$ cat src/include/nn_weights.svh
`ifndef NN_WEIGHTS_SVH
`define NN_WEIGHTS_SVH

// one row of fifteen weights per neuron, indexed [node][feature]
localparam float_t WEIGHTS [NODES][FEATURES] = '{
	// node 0
	'{
		32'h3EFBAA7A, 32'hBE8FC30B, 32'h3EAB63A9, 32'h3E788036, 32'h3EA049A7,
		32'h3E7BAC12, 32'hBE0CC2F3, 32'h3DA0B9EC, 32'hBF017AD2, 32'hBF1F348B,
		32'hBED3C8B4, 32'hBF23F2D9, 32'h3E82B821, 32'h3ECE73C2, 32'h3E384F85
	},
	// node 1, roughly 0.2 -0.35 0.55 -0.05 0.3 -0.5 0.1 0.45 ...
	'{
		32'h3E4CCCCD, 32'hBEB33333, 32'h3F0CCCCD, 32'hBD4CCCCD, 32'h3E99999A,
		32'hBF000000, 32'h3DCCCCCD, 32'h3EE66666, 32'hBE19999A, 32'h3F19999A,
		32'hBE800000, 32'h3D23D70A, 32'hBECCCCCD, 32'h3E000000, 32'hBF333333
	},
	// node 2 leans on the second and eighth features
	'{
		32'hBE4CCCCD, 32'h3F266666, 32'hBDCCCCCD, 32'h3EB33333, 32'hBF0CCCCD,
		32'h3E800000, 32'hBE99999A, 32'h3F400000, 32'hBD4CCCCD, 32'h3E19999A,
		32'hBF19999A, 32'h3ECCCCCD, 32'h3C23D70A, 32'hBEE66666, 32'h3F000000
	}
};

`endif

$ cat src/verilog/nn_pkg.sv
package nn_pkg;

	// IEEE-754 single precision word and its fields
	typedef logic [31:0] float_t;
	typedef logic [7:0] exp_t;
	typedef logic [22:0] frac_t;

	// fraction with the hidden bit in front
	typedef logic [23:0] mant_t;

	// holds credit counts from zero up to four
	typedef logic [2:0] credit_cnt_t;

	localparam int FEATURES = 15;
	localparam int NODES = 3;

	localparam int IN_DEPTH = 4;
	localparam int IN_PTR_W = $clog2(IN_DEPTH);
	localparam int OUT_CREDITS = 4;

	// multiply register plus four adder tree levels
	localparam int PIPE_LATENCY = 5;

	localparam int EXP_BIAS = 127;

	`include "nn_weights.svh"

	function automatic exp_t fp_exp(input float_t x);
		return x[30:23];
	endfunction

	// subnormals are flushed, so a zero exponent gives a zero mantissa
	function automatic mant_t fp_mant(input float_t x);
		mant_t m;
		if (x[30:23] == '0)
			m = '0;
		else
			m = {1'b1, x[22:0]};
		return m;
	endfunction

	function automatic float_t fp_pack(input logic sign, input exp_t exp, input frac_t frac);
		return {sign, exp, frac};
	endfunction

endpackage

$ cat src/verilog/sample_queue.sv
module sample_queue (
	input logic clk,
	input logic reset,
	input logic in_valid,
	input nn_pkg::float_t in_features [nn_pkg::FEATURES],
	input logic out_credit,
	output logic in_credit,
	output logic issue_valid,
	output nn_pkg::float_t issue_features [nn_pkg::FEATURES]
);
	import nn_pkg::*;

	float_t mem [IN_DEPTH][FEATURES];

	// one extra pointer bit tells full from empty
	logic [IN_PTR_W:0] wr_ptr;
	logic [IN_PTR_W:0] rd_ptr;
	logic empty;
	logic full;
	logic pop;
	credit_cnt_t credits;

	assign empty = wr_ptr == rd_ptr;
	assign full = (wr_ptr[IN_PTR_W] != rd_ptr[IN_PTR_W]) &&
		(wr_ptr[IN_PTR_W-1:0] == rd_ptr[IN_PTR_W-1:0]);

	// a sample leaves only when its result slot is already paid for
	assign pop = !empty && credits != '0;
	assign issue_valid = pop;
	assign in_credit = pop;
	assign issue_features = mem[rd_ptr[IN_PTR_W-1:0]];

	always_ff @(posedge clk)
	begin
		if (in_valid)
			mem[wr_ptr[IN_PTR_W-1:0]] <= in_features;
	end

	always_ff @(posedge clk)
	begin
		if (reset)
		begin
			wr_ptr <= '0;
			rd_ptr <= '0;
			credits <= credit_cnt_t'(OUT_CREDITS);
		end
		else
		begin
			if (in_valid)
				wr_ptr <= wr_ptr + 1'b1;
			if (pop)
				rd_ptr <= rd_ptr + 1'b1;
			credits <= credits - credit_cnt_t'(pop) + credit_cnt_t'(out_credit);
		end
	end

	// the producer must hold an input credit for every write
	assert property (@(posedge clk) disable iff (reset) in_valid |-> !full);

	// the consumer never returns more slots than it granted
	assert property (@(posedge clk) disable iff (reset) credits <= OUT_CREDITS);

endmodule

$ cat config.mk
export PLATFORM = sky130hd
export DESIGN_NAME = sample_queue
export DESIGN_NICKNAME = d
export VERILOG_FILES = /design/src/verilog/nn_pkg.sv /design/src/verilog/sample_queue.sv
export VERILOG_INCLUDE_DIRS = /design/src /design/src/include
export SDC_FILE = /design/constraint.sdc
export NUM_CORES = 1
export LEC_CHECK = 0
export BUFFER_PORTS_ARGS = -buffer_cell sky130_fd_sc_hd__clkbuf_2
export CAP_MARGIN = 20
export CORE_UTILIZATION = 51
export CTS_BUF_LIST = sky130_fd_sc_hd__clkbuf_8 sky130_fd_sc_hd__clkbuf_16
export DETAILED_ROUTE_END_ITERATION = 10
export PLACE_DENSITY = 0.82
export SYNTH_ARGS = -nofsm -noshare
export SYNTH_HDL_FRONTEND = slang
export SYNTH_SLANG_ARGS = --single-unit
$ cat constraint.sdc
create_clock -name clk -period 30 [get_ports clk]
set_input_delay 1.5 -clock clk [delete_from_list [all_inputs] [get_ports clk]]
set_output_delay 1.5 -clock clk [all_outputs]
set_load 0.02 [all_outputs]
==> summary.txt, run 1 <==
Simple-gate share of the synthesized area - 0.00113
RSZ-0062 raised after global routing - false
Adder-cell share of the synthesized area - 0.00154
1st-pass router iterations - 7
Die width - 372 microns
Clock net sink count - 1,931
Htree depth - 4
Longest Clk Path Bufs - 3
Placer's final routability congestion estimate - 0.800
Post-synth EDFFs - 1,920
DRT Wirelength - 167,000 microns
Total CTS buffers - 183
Drc violations - 0
Total track usage - 0.237
Slew Viols, Final - 0
Most frequent CP cell - buf_4
Grt ovf - 0
Setup TNS - 0 ns
Async SR Flop Fraction - 0
Hpwl dp - 97,000 microns
Post-CTS setup buffer count - 0
GR peak layer - met2
Drt via density - 5.87
Worst Path Class, Setup - reg2out
Startpoint types - flip-flop
Fmax - 127 MHz
Prevailing post-synth register cell - edfxtp_1
Seq/Total Area, Yosys - 0.830
Yosys warns - 0
Max stage delay on crit path - 0.87 ns
Number of global-route vias before repair - 34,610
Final Net Count - 4,134
Netlist cell types - 27
CTS tree - yes
Status - finished clean
ANT nets after route - 0
Initial antenna violation count - 55
CP delay by family, top - buffers and inverters
Clock skew - 0.0383 ns
Num rows - 135
Cts hold-fix bufs - 0
Crit-path slowest cell - buf_4
P per Cell Area - 82.9 nW/um^2
CP Cell Sequence - buf_4 -> buf_4 -> buf_4 -> buf_4 -> buf_4 -> mux4_2 -> clkbuf_2
M1 GR Usage - 0.260
WL/cell - 29.8 microns
Synth Area in XOR/XNOR - 0.000879
Final period util - 0.263
Maxcap violations - 0
Crit path time final - 7.88 ns
Cell count after synthesis - 2,564
Hold crit path type - reg2reg
Post-synth net total - 3,056
Register clock-pin slew on the reported worst setup and hold paths - 0.06 ns
Die area - 138,000 sq um
Design area - 82,500 sq um
Ports - 966
Buffers & Inverters on Critical Path - 6
Max_slew headroom - 0.168
Critical Path AT - 6.38 ns
Clk Latency, worst-skew pair - 0.81 ns
Synth Cell Area - 69,700 sq um
Grt met3 use - 0.0818
Initial Utilization - 0.515
Worst VDD drop - 0.0710 mV
P_leak - 27.7 nW
Crit end category - output port
Setup violations, final - 0
Synth-to-layout area growth - 18.4%
Final Hold Viols - 0
Number of synthesized register bits - 1,931
Measured slew at the worst slew-check pin - 1.25 ns
Met2 usage - 0.407
CTS resizes - 0
Largest net degree at the start of global routing - 153
Worst-path maximum fanout - 49
Core Box Area - 135,000 sq um
CP Data Required Time - 28.50 ns
Drt initial violations - 3,345
Chip Height - 372 microns
Synth Area in Compound Gates - 0.000682
First-pass GRT wire length - 234,000 microns
Dpl cell area - 76,500 sq um
Post-Syn Area per Cell - 27.2 sq um
Mux cell area share after synthesis - 0.155
# fillers - 8,857
Port Buf Inserts - 965
Largest family of logic cells by synthesized area - multiplexers
Share of cells above drive strength 1 - 0.460
DR vias - 32,924
Clock Root Buffer - clkbuf_16
-- flip-flops by register name (all words and copies together), names as in the netlist, named ones only --
signal   count
rd_ptr       3
credits      3
wr_ptr       3
mem       1920
-- routing by layer --
| metal | routed length [microns] | share of wire | up-vias |
|---|---|---|---|
| met5 | 237 | 0.0014 | - |
| met4 | 7600 | 0.045 | 38 |
| met3 | 17000 | 0.10 | 397 |
| met2 | 88200 | 0.53 | 1932 |
| met1 | 54500 | 0.33 | 17131 |
| li1 | - | - | 13426 |
-- cells in the final DEF (no fill, tap or decap), drive strengths merged, types with 2 or more instances in the layout --
cell / count
buf: 37
edfxtp: 1920
dfxtp: 11
mux4: 480
inv: 53
clkinv: 83
nor2: 5
xnor2: 6
mux2i: 2
ha: 7
bufinv: 16
diode: 37
and2: 4
a21oi: 3
clkbuf: 1155
-- cell families (layout without fill, tap and decap cells) --
logic type | count (synthesis) | count (layout)
AO/OA/AOI/OAI | 7 | 7
buffers and inverters | 114 | 1345
XOR/XNOR | 7 | 7
other | 0 | 37
flip-flops | 1931 | 1931
adder cells (fa/ha/maj) | 8 | 8
multiplexers | 482 | 482
AND/OR/NAND/NOR | 15 | 15
-- tightest hold or removal path: cells and delay by family (launching register included) --
family	cells	cell delay [ns]
flip-flops	1	0.36
XOR/XNOR	1	0.09
AND/OR/NAND/NOR	1	0.09
-- where the power goes --
group	switching (mW)	internal, mW
sequential	0.0549	3.11
clock	0.992	1.29
combinational	0.866	0.539
total	1.91	4.93
-- path summary, 6_finish.rpt --
path / cells past startpoint / endpoint / from / slack [ns]
worst max-delay path: 7 / issue_features[455] / flip-flop / 22.12
worst max register to register: 6 / mem[3][455] / wr_ptr[0] / 24.77
worst min-delay path: 2 / wr_ptr[2] / wr_ptr[2] / 0.57
worst min register to register: 2 / wr_ptr[2] / wr_ptr[2] / 0.57
-- Yosys cell counts, drive strengths merged, types with 2 or more instances --
cell type  number  area (sq um)
edfxtp       1920         57700
a21oi           3          15.0
xnor2           6          52.6
buf            94           641
clkbuf         15          56.3
ha              7          87.6
dfxtp          11           220
mux2i           2          20.0
inv             5          18.8
nor2            5          18.8
mux4          480         10800
and2            4          25.0
-- metrics by stage --
step	util	cells	worst slack [ns]	power [mW]	hold slack [ns]
after floorplan	-	2564	16.79	4.19	0.497
after global placement	0.564	5238	22.59	4.57	0.515
after detailed placement	0.564	5238	22.64	4.59	0.525
after CTS	0.608	5576	21.78	6.88	0.568
after global routing	0.609	5612	21.39	7.04	0.593
final	0.609	5613	22.12	6.84	0.571
-- final cells by class --
cell class                 instances  area (sq um)  area share
multi-input combinational        519         11100       0.135
tap                             1781          2230      0.0270
antenna                           37          92.6     0.00112
inverter                           5          18.8    0.000227
timing repair buffer            1002          5190      0.0630
clock inverter                   148          1220      0.0148
sequential                      1931         57900       0.701
clock buffer                     190          4740      0.0575
Power figures use the tool's default switching activity.
==> inputs of run 2 (changes only) <==
clock period = 7.7 ns   (was 30 ns; I/O delays follow)
==> run 2 against run 1 <==
Effect of this change:
- clock skew is 0.0095 ns higher
- critical path type unchanged
- largest cell class unchanged
- hold slack lost 0.23 ns
- worst setup slack worse by 19 ns
- utilization increased by 3.4 points
- count of clock-buffer cells in the layout fell by 1
- register-to-register slack got worse by 20 ns
- sequential cell count unchanged
- critical path depth down 3
- wire length increased by 13%
==> summary.txt, run 2 (same netlist as run 1, synthesis figures left out) <==
Status - finished clean (unchanged)
Slew Viols, Final - 0 (unchanged)
Worst-path maximum fanout - 59 (was 49)
Maxcap violations - 0 (unchanged)
Setup violations, final - 0 (unchanged)
Cells on Worst Hold Path - 2 (unchanged)
Buffers & Inverters on Critical Path - 3 (was 6)
Die width - 372 microns (unchanged)
Drt initial violations - 4,144 (was 3,345)
Design area - 87,100 sq um (was 82,500 sq um)
Chip Height - 372 microns (unchanged)
Initial antenna violation count - 25 (was 55)
Combinational share of power - 0.219 (was 0.205)
Final Net Count - 4,619 (was 4,134)
Clock skew - 0.0478 ns (was 0.0383 ns)
CP Cell Sequence - buf_4 -> buf_4 -> mux4_2 -> clkbuf_2 (was buf_4 -> buf_4 -> buf_4 -> buf_4 -> buf_4 -> mux4_2 -> clkbuf_2)
Post-CTS setup buffer count - 0 (unchanged)
WL/cell - 31.3 microns (was 29.8 microns)
Total track usage - 0.269 (was 0.237)
Clock power frac - 0.323 (was 0.333)
Max_slew headroom - 0.234 (was 0.168)
Drc violations - 0 (unchanged)
Dpl cell area - 76,600 sq um (was 76,500 sq um)
CTS tree - yes (unchanged)
Placer's final routability congestion estimate - 0.806 (was 0.800)
Ports - 966 (unchanged)
Max stage delay on crit path - 0.84 ns (was 0.87 ns)
Worst Path Class, Setup - reg2out (unchanged)
RSZ-0062 raised after global routing - false (unchanged)
Setup ws final - 3.58 ns (was 22.12 ns)
ANT nets after route - 0 (unchanged)
Share of cells above drive strength 1 - 0.407 (was 0.460)
Grt ovf - 0 (unchanged)
Hold crit path type - in2reg (was reg2reg)
CP Data Required Time - 7.32 ns (was 28.50 ns)
Longest Clk Path Bufs - 3 (unchanged)
Crit end category - output port (unchanged)
CP delay by family, top - buffers and inverters (unchanged)
Die area - 138,000 sq um (unchanged)
Reg2Reg Depth - 5 (was 6)
Min-Delay Startpoint - in_features[1] (was wr_ptr[2])
Htree depth - 4 (unchanged)
Switching Share - 0.290 (was 0.279)
Most frequent CP cell - buf_4 (unchanged)
1st-pass router iterations - 8 (was 7)
Hold EP - mem[0][1] (was wr_ptr[2])
Largest net degree at the start of global routing - 145 (was 153)
Pint - 19.1 mW (was 4.93 mW)
Switching power total - 7.79 mW (was 1.91 mW)
Total CTS buffers - 181 (was 183)
Final Hold Viols - 0 (unchanged)
Core Box Area - 135,000 sq um (unchanged)
Placed cells - 5,242 (was 5,238)
Clk Latency, worst-skew pair - 0.80 ns (was 0.81 ns)
Startpoint types - flip-flop (unchanged)
Port Buf Inserts - 965 (unchanged)
Crit path time final - 4.12 ns
Most frequent cells in the layout - edfxtp_1 (1,920), clkbuf_2 (965), dlygate4sd3_1 (483) (was edfxtp_1 (1,920), clkbuf_2 (965), mux4_2 (480))
DR vias - 36,271 (was 32,924)
DRT Wirelength - 190,000 microns (was 167,000 microns)
Drt via density - 5.97 (was 5.87)
Final period util - 0.536
Fmax - 242 MHz
Reg2Reg Launch Point - wr_ptr[0] (unchanged)
Max reg flops - 1,920 (unchanged)
Synth-to-layout area growth - 25.0% (was 18.4%)
First-pass GRT wire length - 264,000 microns (was 234,000 microns)
Final Instance Count excl. Fillers - 6,072 (was 5,613)
Crit-path slowest cell - buf_4 (unchanged)
Worst R2R Setup Slack - 4.53 ns (was 24.77 ns)
Clock Root Buffer - clkbuf_16 (unchanged)
Critical Path AT - 3.74 ns (was 6.38 ns)
Worst VDD drop - 0.356 mV (was 0.0710 mV)
R2R Path End - mem[2][32] (was mem[3][455])
P_leak - 29.6 nW (was 27.7 nW)
Measured slew at the worst slew-check pin - 1.15 ns (was 1.25 ns)
Num rows - 135 (unchanged)
Initial Utilization - 0.515 (unchanged)
P per Cell Area - 308 nW/um^2 (was 82.9 nW/um^2)
Seq pwr share - 0.459 (was 0.462)
Clock net sink count - 1,931 (unchanged)
Worst path depth - 4 (was 7)
Number of global-route vias before repair - 38,278 (was 34,610)
Hpwl dp - 97,600 microns (was 97,000 microns)
Dpl ws - 4.31 ns (was 22.64 ns)
Register clock-pin slew on the reported worst setup and hold paths - 0.06 ns (about the same)
Most common cell after layout, fill and taps aside - edfxtp_1 (unchanged)
Final core area utilization - 0.643 (was 0.609)
## run 2: worst max path at each step
stage,to,from
4_1_cts,issue_features[18],flip-flop
3_5_place_dp,issue_features[18],flip-flop
5_1_grt,issue_features[18],flip-flop
3_3_place_gp,issue_features[26],flip-flop
6_report,issue_features[240],flip-flop
2_1_floorplan,mem[2][0],wr_ptr[0]
## run 2: power groups by stage
stage                     Sequential [mW]  Combinational, mW  Clock, mW
final                                12.3               5.87       8.67
after global routing                 12.3               6.08       9.09
after CTS                            12.3               5.76       8.62
after detailed placement             12.5               5.44          0
after global placement               12.4               5.38          0
after floorplan                      12.5               3.67          0
## run 2: layout make-up
cell class	count	area (sq um)
fill	8228	48300
clock buffer	189	4710
antenna	23	57.6
multi-input combinational	519	11100
inverter	5	18.8
tap	1781	2230
timing repair buffer	1489	10100
clock inverter	135	971
sequential	1931	57900
## run 2: routing by layer
metal  up-vias  GRT usage  wire (microns)
li1      14363          -               -
met1     18634      0.296           59600
met2      2706      0.475          101000
met3       554     0.0747           19400
met4        14      0.138           10300
met5         -          0              92
## run 2: repair_timing
action	4_1_cts	5_1_grt
hold buffers	483	0
setup endpoints to repair	0	0
resized for setup	0	0
hold endpoints to repair	1931	0
## run 2: metrics by stage
stage | hold slack, ns | power [mW] | TNS (ns)
floorplan | 0.484 | 16.2 | -2205.66
global placement | 0.524 | 17.8 | 0
detailed placement | 0.531 | 17.9 | 0
CTS | 0.272 | 26.7 | 0
global route | 0.296 | 27.5 | 0
finish | 0.345 | 26.9 | 0
